$ cat config.mk
export PLATFORM = sky130hd
export DESIGN_NAME = lcd_video_top
export DESIGN_NICKNAME = d
export VERILOG_FILES = /design/src/logic/lcd_pkg.sv /design/src/logic/lcd_controller.sv /design/src/logic/lcd_video_top.sv /design/src/logic/pixel_fifo.sv /design/src/logic/spi_byte_tx.sv /design/src/logic/video_timing.sv
export SDC_FILE = /design/constraint.sdc
export NUM_CORES = 1
export LEC_CHECK = 0
export BUFFER_PORTS_ARGS = -buffer_cell sky130_fd_sc_hd__buf_2
export CORE_MARGIN = 5
export CORE_UTILIZATION = 30
export DETAILED_ROUTE_END_ITERATION = 7
export SETUP_SLACK_MARGIN = 0.1
export SLEW_MARGIN = 25
export SYNTH_ARGS = -nofsm -noshare
export SYNTH_HDL_FRONTEND = slang
export SYNTH_SLANG_ARGS = --single-unit
$ cat constraint.sdc
create_clock -name clk_lcd -period 4.39 [get_ports clk_lcd]
set_input_delay 0.6585 -clock clk_lcd [delete_from_list [all_inputs] [get_ports clk_lcd]]
set_output_delay 0.6585 -clock clk_lcd [all_outputs]
set_load 0.01 [all_outputs]
$ cat src/logic/lcd_pkg.sv
package lcd_pkg;

  // Visible panel area
  localparam int X_SIZE = 240;
  localparam int Y_SIZE = 240;
  localparam int COLOR_BITS = 16; // RGB565

  // Horizontal timing in pixel strobes
  localparam int H_FRONT = 8;
  localparam int H_SYNC = 4;
  localparam int H_BACK = 8;
  localparam int H_TOTAL = X_SIZE + H_FRONT + H_SYNC + H_BACK;

  // Vertical timing in lines
  localparam int V_FRONT = 1;
  localparam int V_SYNC = 1;
  localparam int V_BACK = 1;
  localparam int V_TOTAL = Y_SIZE + V_FRONT + V_SYNC + V_BACK;

  localparam int X_BITS = 9;
  localparam int Y_BITS = 9;
  localparam int FRAME_PIXELS = X_SIZE * Y_SIZE;

  localparam int FIFO_DEPTH = 16;

  localparam int BYTE_CYCLES = 16;    // 8 bits, 2 clocks each
  localparam int RESET_CYCLES = 1250; // 10 us at 125 MHz

  typedef enum logic [7:0] {
    SWRESET = 8'h01,
    SLPOUT  = 8'h11,
    DISPON  = 8'h29,
    CASET   = 8'h2A,
    RASET   = 8'h2B,
    RAMWR   = 8'h2C,
    MADCTL  = 8'h36,
    COLMOD  = 8'h3A
  } lcd_cmd_t;

  localparam logic [7:0] MADCTL_VAL = 8'h00;
  localparam logic [7:0] COLMOD_VAL = 8'h55; // 16-bit color

  typedef enum logic [2:0] {
    RESET_LOW,
    RESET_WAIT,
    INIT_SEND,
    INIT_WAIT,
    WAIT_FRAME,
    WINDOW,
    STREAM
  } lcd_state_t;

endpackage

$ cat src/logic/lcd_controller.sv
`timescale 1ns/100ps

module lcd_controller #(
  parameter int unsigned wait_cycles = 15000000
) (
  input  logic                                 clk_lcd,
  input  logic                                 rst_n,
  input  logic                                 empty,
  input  logic [lcd_pkg::COLOR_BITS-1:0]       rd_color,
  input  logic                                 rd_first,
  output logic                                 pop,
  input  logic                                 busy,
  input  logic                                 done,
  output logic                                 start,
  output logic [$bits(lcd_pkg::lcd_cmd_t)-1:0] tx_byte,
  output logic                                 dc,
  output logic                                 spi_resn
);
  import lcd_pkg::*;

  lcd_state_t                      state;
  logic [31:0]                     dly_cnt;
  logic [3:0]                      step;
  logic                            pending; // Byte issued, waiting for done
  logic                            half;    // Low byte still to send
  logic [7:0]                      lo_byte;
  logic [$clog2(FRAME_PIXELS)-1:0] pix_cnt;
  logic [8:0]                      init_item;
  logic [8:0]                      win_item;
  logic                            take_pixel;

  // {dc, byte} of each init step
  function automatic logic [8:0] init_rom(input logic [3:0] idx);
    logic [8:0] item;
    case (idx)
      4'd0:    item = {1'b0, SWRESET};
      4'd1:    item = {1'b0, SLPOUT};
      4'd2:    item = {1'b0, MADCTL};
      4'd3:    item = {1'b1, MADCTL_VAL};
      4'd4:    item = {1'b0, COLMOD};
      4'd5:    item = {1'b1, COLMOD_VAL};
      default: item = {1'b0, DISPON};
    endcase
    return item;
  endfunction

  // Full-screen window then memory write
  function automatic logic [8:0] win_rom(input logic [3:0] idx);
    logic [8:0] item;
    case (idx)
      4'd0:    item = {1'b0, CASET};
      4'd4:    item = {1'b1, 8'(X_SIZE - 1)};
      4'd5:    item = {1'b0, RASET};
      4'd9:    item = {1'b1, 8'(Y_SIZE - 1)};
      4'd10:   item = {1'b0, RAMWR};
      default: item = {1'b1, 8'h00};
    endcase
    return item;
  endfunction

  assign init_item = init_rom(step);
  assign win_item  = win_rom(step);

  assign take_pixel = (state == STREAM) && !pending && !busy && !half && !empty;

  // Discard stale items until the frame marker shows up
  assign pop = take_pixel || ((state == WAIT_FRAME) && !empty && !rd_first);

  always_ff @(posedge clk_lcd) begin
    if (!rst_n) begin
      state    <= RESET_LOW;
      dly_cnt  <= '0;
      step     <= '0;
      pending  <= 1'b0;
      half     <= 1'b0;
      pix_cnt  <= '0;
      start    <= 1'b0;
      tx_byte  <= '0;
      dc       <= 1'b0;
      spi_resn <= 1'b0;
    end else begin
      start <= 1'b0;
      case (state)
        RESET_LOW: begin
          if (dly_cnt == RESET_CYCLES - 1) begin
            dly_cnt  <= '0;
            spi_resn <= 1'b1;
            state    <= RESET_WAIT;
          end else begin
            dly_cnt <= dly_cnt + 1'b1;
          end
        end
        RESET_WAIT: begin
          if (dly_cnt == wait_cycles - 1) begin
            dly_cnt <= '0;
            state   <= INIT_SEND;
          end else begin
            dly_cnt <= dly_cnt + 1'b1;
          end
        end
        INIT_SEND: begin
          if (!busy) begin
            start         <= 1'b1;
            {dc, tx_byte} <= init_item;
            state         <= INIT_WAIT;
          end
        end
        INIT_WAIT: begin
          if (done) begin
            if (step == 4'd6) begin // DISPON sent
              step  <= '0;
              state <= WAIT_FRAME;
            end else begin
              step  <= step + 1'b1;
              state <= (step < 4'd2) ? RESET_WAIT : INIT_SEND; // Delay after SWRESET, SLPOUT
            end
          end
        end
        WAIT_FRAME: begin
          if (!empty && rd_first) begin
            step  <= '0;
            state <= WINDOW;
          end
        end
        WINDOW: begin
          if (pending) begin
            if (done) begin
              pending <= 1'b0;
              if (step == 4'd10) begin
                step    <= '0;
                half    <= 1'b0;
                pix_cnt <= '0;
                state   <= STREAM;
              end else begin
                step <= step + 1'b1;
              end
            end
          end else if (!busy) begin
            start         <= 1'b1;
            {dc, tx_byte} <= win_item;
            pending       <= 1'b1;
          end
        end
        STREAM: begin
          if (pending) begin
            if (done) begin
              pending <= 1'b0;
              if (!half) begin // Low byte finished the pixel
                if (pix_cnt == $bits(pix_cnt)'(FRAME_PIXELS - 1)) begin
                  pix_cnt <= '0;
                  state   <= WAIT_FRAME;
                end else begin
                  pix_cnt <= pix_cnt + 1'b1;
                end
              end
            end
          end else if (take_pixel) begin
            start   <= 1'b1;
            dc      <= 1'b1;
            tx_byte <= rd_color[COLOR_BITS-1 -: 8];
            lo_byte <= rd_color[7:0];
            half    <= 1'b1;
            pending <= 1'b1;
          end else if (half && !busy) begin
            start   <= 1'b1;
            dc      <= 1'b1;
            tx_byte <= lo_byte;
            half    <= 1'b0;
            pending <= 1'b1;
          end
        end
        default: state <= RESET_LOW;
      endcase
    end
  end

endmodule

$ cat src/logic/lcd_video_top.sv
`timescale 1ns/100ps

module lcd_video_top #(
  parameter int unsigned wait_cycles = 15000000
) (
  input  logic clk_lcd,
  input  logic rst_n,
  input  logic pixel_ena,
  output logic spi_clk,
  output logic spi_mosi,
  output logic spi_dc,
  output logic spi_resn,
  output logic spi_csn,
  output logic overflow
);
  import lcd_pkg::*;

  logic [COLOR_BITS-1:0]     color;
  logic [COLOR_BITS-1:0]     rd_color;
  logic                      blank;
  logic                      first;
  logic                      fifo_wr;
  logic                      rd_first;
  logic                      empty;
  logic                      pop;
  logic                      busy;
  logic                      done;
  logic                      start;
  logic                      dc;
  logic [$bits(lcd_cmd_t)-1:0] tx_byte;

  video_timing video_timing_i (
    .clk_lcd   (clk_lcd),
    .rst_n     (rst_n),
    .pixel_ena (pixel_ena),
    .color     (color),
    .blank     (blank),
    .hsync     (),
    .vsync     (),
    .first     (first)
  );

  assign fifo_wr = pixel_ena && !blank; // Visible pixels only

  pixel_fifo pixel_fifo_i (
    .clk_lcd  (clk_lcd),
    .rst_n    (rst_n),
    .wr       (fifo_wr),
    .wr_color (color),
    .wr_first (first),
    .pop      (pop),
    .rd_color (rd_color),
    .rd_first (rd_first),
    .empty    (empty),
    .overflow (overflow)
  );

  lcd_controller #(
    .wait_cycles (wait_cycles)
  ) lcd_controller_i (
    .clk_lcd  (clk_lcd),
    .rst_n    (rst_n),
    .empty    (empty),
    .rd_color (rd_color),
    .rd_first (rd_first),
    .pop      (pop),
    .busy     (busy),
    .done     (done),
    .start    (start),
    .tx_byte  (tx_byte),
    .dc       (dc),
    .spi_resn (spi_resn)
  );

  spi_byte_tx spi_byte_tx_i (
    .clk_lcd  (clk_lcd),
    .rst_n    (rst_n),
    .start    (start),
    .tx_byte  (tx_byte),
    .dc       (dc),
    .busy     (busy),
    .done     (done),
    .spi_clk  (spi_clk),
    .spi_mosi (spi_mosi),
    .spi_dc   (spi_dc)
  );

  assign spi_csn = 1'b0; // Single panel, always selected

endmodule

$ cat src/logic/pixel_fifo.sv
`timescale 1ns/100ps

module pixel_fifo (
  input  logic                           clk_lcd,
  input  logic                           rst_n,
  input  logic                           wr,
  input  logic [lcd_pkg::COLOR_BITS-1:0] wr_color,
  input  logic                           wr_first,
  input  logic                           pop,
  output logic [lcd_pkg::COLOR_BITS-1:0] rd_color,
  output logic                           rd_first,
  output logic                           empty,
  output logic                           overflow
);
  import lcd_pkg::*;

  logic [COLOR_BITS:0]                 mem [FIFO_DEPTH]; // Marker bit on top
  logic [$clog2(FIFO_DEPTH)-1:0]       wptr;
  logic [$clog2(FIFO_DEPTH)-1:0]       rptr;
  logic [$clog2(FIFO_DEPTH + 1)-1:0]   count;
  logic                                full;
  logic                                do_wr;
  logic                                do_rd;

  assign full  = (count == FIFO_DEPTH);
  assign empty = (count == '0);
  assign do_wr = wr && !full;
  assign do_rd = pop && !empty;

  always_ff @(posedge clk_lcd) begin
    if (do_wr) begin
      mem[wptr] <= {wr_first, wr_color};
    end
  end

  always_ff @(posedge clk_lcd) begin
    if (!rst_n) begin
      wptr     <= '0;
      rptr     <= '0;
      count    <= '0;
      overflow <= 1'b0;
    end else begin
      if (do_wr) wptr <= wptr + 1'b1;
      if (do_rd) rptr <= rptr + 1'b1;
      case ({do_wr, do_rd})
        2'b10:   count <= count + 1'b1;
        2'b01:   count <= count - 1'b1;
        default: count <= count;
      endcase
      if (wr && full) overflow <= 1'b1; // Sticky until reset
    end
  end

  assign {rd_first, rd_color} = mem[rptr];

endmodule

$ cat src/logic/spi_byte_tx.sv
`timescale 1ns/100ps

module spi_byte_tx (
  input  logic                                 clk_lcd,
  input  logic                                 rst_n,
  input  logic                                 start,
  input  logic [$bits(lcd_pkg::lcd_cmd_t)-1:0] tx_byte,
  input  logic                                 dc,
  output logic                                 busy,
  output logic                                 done,
  output logic                                 spi_clk,
  output logic                                 spi_mosi,
  output logic                                 spi_dc
);
  import lcd_pkg::*;

  logic [$bits(lcd_cmd_t)-1:0]    shreg;
  logic [$clog2(BYTE_CYCLES)-1:0] cnt;

  always_ff @(posedge clk_lcd) begin
    if (!rst_n) begin
      busy    <= 1'b0;
      cnt     <= '0;
      spi_clk <= 1'b1; // Mode 3 idles high
      spi_dc  <= 1'b0;
      shreg   <= '0;
    end else if (!busy) begin
      if (start) begin
        busy    <= 1'b1;
        cnt     <= '0;
        spi_clk <= 1'b0; // MSB already on the line
        shreg   <= tx_byte;
        spi_dc  <= dc;
      end
    end else begin
      cnt <= cnt + 1'b1;
      if (!cnt[0]) begin
        spi_clk <= 1'b1; // Panel samples here
      end else if (done) begin
        busy <= 1'b0;
      end else begin
        spi_clk <= 1'b0;
        shreg   <= shreg << 1;
      end
    end
  end

  // Last high phase of bit 0
  assign done     = busy && (cnt == $bits(cnt)'(BYTE_CYCLES - 1));
  assign spi_mosi = shreg[$high(shreg)];

endmodule

$ cat src/logic/video_timing.sv
`timescale 1ns/100ps

module video_timing (
  input  logic                           clk_lcd,
  input  logic                           rst_n,
  input  logic                           pixel_ena,
  output logic [lcd_pkg::COLOR_BITS-1:0] color,
  output logic                           blank,
  output logic                           hsync,
  output logic                           vsync,
  output logic                           first
);
  import lcd_pkg::*;

  logic [X_BITS-1:0] hcnt;
  logic [Y_BITS-1:0] vcnt;
  logic [7:0]        xv;
  logic [7:0]        yv;
  logic [7:0]        xy;

  always_ff @(posedge clk_lcd) begin
    if (!rst_n) begin
      hcnt <= '0;
      vcnt <= '0;
    end else if (pixel_ena) begin
      if (hcnt == X_BITS'(H_TOTAL - 1)) begin
        hcnt <= '0;
        if (vcnt == Y_BITS'(V_TOTAL - 1)) begin
          vcnt <= '0;
        end else begin
          vcnt <= vcnt + 1'b1;
        end
      end else begin
        hcnt <= hcnt + 1'b1;
      end
    end
  end

  assign blank = (hcnt >= X_BITS'(X_SIZE)) || (vcnt >= Y_BITS'(Y_SIZE));

  // Active high sync pulses after the front porch
  assign hsync = (hcnt >= X_BITS'(X_SIZE + H_FRONT)) &&
                 (hcnt < X_BITS'(X_SIZE + H_FRONT + H_SYNC));
  assign vsync = (vcnt >= Y_BITS'(Y_SIZE + V_FRONT)) &&
                 (vcnt < Y_BITS'(Y_SIZE + V_FRONT + V_SYNC));

  assign first = (hcnt == '0) && (vcnt == '0);

  // Visible coordinates fit in 8 bits
  assign xv = hcnt[7:0];
  assign yv = vcnt[7:0];
  assign xy = xv ^ yv;

  assign color = {xv[7:3], yv[7:2], xy[7:3]}; // R5 G6 B5

endmodule

==> metrics.yaml <==
route.met2.wl_um: 17690
final_util_pct: 34.99
final_common_cell: "edfxtp_1"
coreArea_um2: 55310
clk_latency_ns: 0.57
numCtsBuffers: 40
p_leak_nw: 6.207
crit_end: "pixel_fifo_i.count[4]"
ant_nets: 0
worst-setup-path-type: "flop to flop"
status: "completed"
clock-sinks: 399
setup-tns-final_ns: 0
cts.clk_slew.worst_paths_ns: 0.06
setup_viol: 0
top_layer: "met4"
drt-total-wl_um: 37080
synth_cells: 1185
cts_post_setup_buffers_inserted: 0
grt_max_degree: 65
rows: 86
cts_resized: 0
period_share_pct: 87.32
r2r_cells: 10
clock.fmax_mhz: 260.9
post_drt_wl_per_cell_um: 18.70
die_area_um2: 60880
power_density_nw_per_um2: 417.7
hold_viol: 0
hold_class: "flop to flop"
grt-ovfl-total: 0
stdcell_count: 1983
ys_async_sr_fraction_pct: 0
max_slew.worst_pin.slew_ns: 0.9842
cp.required_ns: 4.83
routabilityCongestion: 0.7680
arrival_ns: 4.28
cts-root-buf: "clkbuf_16"
cp-start-kind: "flop"
io_pins: 9
hold_buffers: 0
crit_fanout: 11
grt_pass1_wl_um: 58280
syn_to_final_growth_pct: 15.12
reg2reg_slack_ns: 0.56
final_max_slew_viol_count: 0
yosysWarningCount: 0
rsz0062_at_grt: "no"
clockBufferDepth: 3
die_h_um: 246.7
drc_errors: 0
r2r_end: "pixel_fifo_i.count[4]"
htree_levels: 2
drv_cap: 0
syn_area_um2: 16810
fin_skew_ns: 0.03712
final_layout_size_suffix_gt1_share_pct: 18.79
port_buffers: 7
antenna_found_initial: 0
nNetsFinal: 1223
ys_seq_area_share_pct: 64.18
synth_flop_cell: "edfxtp_1"
track_usage_pct: 12.23
grt_pass1_vias: 9746
drtIter0Drc: 856
yosysUniqueCellTypes: 66
initial_core_util_pct: 30.40
wl_met1_um: 16950
placed_cells: 1909
hpwl_um: 22690
endpoint_kind: "flop"
ys_ff_latch: 399
peakVddDrop_mv: 0.4078
drt-pass1-iter-count: 5
cts_tree: "done"
min_period_ns: 3.833
n_antenna_cell: 0
synth-edff-count: 280
wl_met3_um: 1854
avgViaCountPerCell: 4.984
num_vias: 9883
syn_avg_cell_area_um2: 14.19
syn-num-nets: 1205
final_cell_mix: "edfxtp_1, nor2_1, dfxtp_1"
die_w_um: 246.7
relSlewSlack_pct: 34.39
==> cells by family (layout without fill, tap and decap cells) <==
kind of cell | after synthesis | in the layout | share of synthesized area (%)
compound gates | 122 | 122 | 5.001
xor+xnor | 76 | 76 | 3.959
fa+ha+maj | 17 | 17 | 1.265
buf+inv | 92 | 142 | 2.136
flops | 399 | 399 | 64.18
mux | 100 | 100 | 12.28
other cells | 1 | 1 | 0.02230
simple gates | 378 | 378 | 11.16
==> power by group <==
part	internal, mW	leakage (nW)	switching, mW
Combinational	0.171	2.00	0.258
Sequential	4.07	3.53	0.0534
Clock	2.06	0.674	1.47
==> cell type report <==
type / count / area (um^2)
clock buffer: 50 / 1080
tap: 748 / 935.9
sequential: 399 / 10800
inverter: 20 / 75.07
clock inverter: 24 / 291.5
timing repair buffer: 48 / 392.9
fill: 5344 / 35950
multi-input combinational: 694 / 5782
==> worst min path at each step <==
stage	startpoint	endpoint	slack, ns	cells after the start
after global placement	lcd_controller_i.tx_byte[0]	spi_byte_tx_i.shreg[0]	0.45	2
after global routing	pixel_ena	video_timing_i.hcnt[0]	0.48	3
final	lcd_controller_i.tx_byte[0]	spi_byte_tx_i.shreg[0]	0.46	2
after CTS	pixel_ena	video_timing_i.hcnt[0]	0.44	3
after detailed placement	lcd_controller_i.tx_byte[0]	spi_byte_tx_i.shreg[0]	0.46	2
after floorplan	lcd_controller_i.tx_byte[0]	spi_byte_tx_i.shreg[0]	0.43	2
==> registers in the layout, summed over array words and instances, names as in the netlist, named ones only <==
signal                     flops
video_timing_i.vcnt            9
pixel_fifo_i.count             5
lcd_controller_i.pix_cnt      16
lcd_controller_i.step          4
lcd_controller_i.dc            1
lcd_controller_i.tx_byte       8
spi_byte_tx_i.shreg            8
pixel_fifo_i.wptr              4
lcd_controller_i.lo_byte       8
spi_byte_tx_i.spi_clk          1
lcd_controller_i.half          1
lcd_controller_i.state         3
lcd_controller_i.start         1
pixel_fifo_i.overflow          1
lcd_controller_i.pending       1
pixel_fifo_i.mem             272
video_timing_i.hcnt            9
lcd_controller_i.dly_cnt      32
lcd_controller_i.spi_resn      1
spi_byte_tx_i.cnt              4
pixel_fifo_i.rptr              4
spi_byte_tx_i.spi_dc           1
spi_byte_tx_i.busy             1
==> stage by stage <==
| step | total power [mW] | setup WS (ns) | hold slack [ns] | cell area [um^2] |
|---|---|---|---|---|
| global placement | 4.623 | 0.6183 | 0.4544 | 17930 |
| finish | 8.084 | 0.5567 | 0.4598 | 19350 |
| floorplan | 4.501 | 0.7994 | 0.4321 | 16810 |
| detailed placement | 4.634 | 0.5670 | 0.4598 | 17960 |
| CTS | 8.174 | 0.5510 | 0.4417 | 19330 |
| global route | 8.404 | 0.3976 | 0.4815 | 19350 |
==> synth_stat cells (all sizes together) (20+ instances only) <==
cell type | n | area, um^2
nand3 | 33 | 165.2
clkbuf | 56 | 210.2
dfxtp | 119 | 2382
edfxtp | 280 | 8408
inv | 20 | 75.07
and3 | 20 | 125.1
nor2 | 151 | 566.8
mux4 | 85 | 1914
nand2 | 51 | 191.4
xor2 | 48 | 420.4
xnor2 | 28 | 245.2
o21ai | 26 | 130.1
a21oi | 35 | 175.2
nand4 | 27 | 168.9
==> worst max-delay path: stages (launching register included) <==
cell	delay [ns]
dfxtp_2	0.54
mux4_2	0.56
mux4_2	0.56
o41ai_4	0.22
buf_4	0.23
ha_1	0.37
ha_1	0.37
and4_1	0.23
a32o_1	0.22
o41a_1	0.36
o311ai_1	0.09
==> layer usage <==
layer	track usage [%]	vias up
li1	-	4550
met1	17.48	5064
met2	19.61	221
met3	2.205	48
met4	2.724	0
met5	0	-
Note: power is estimated with default switching activity, not from simulation.
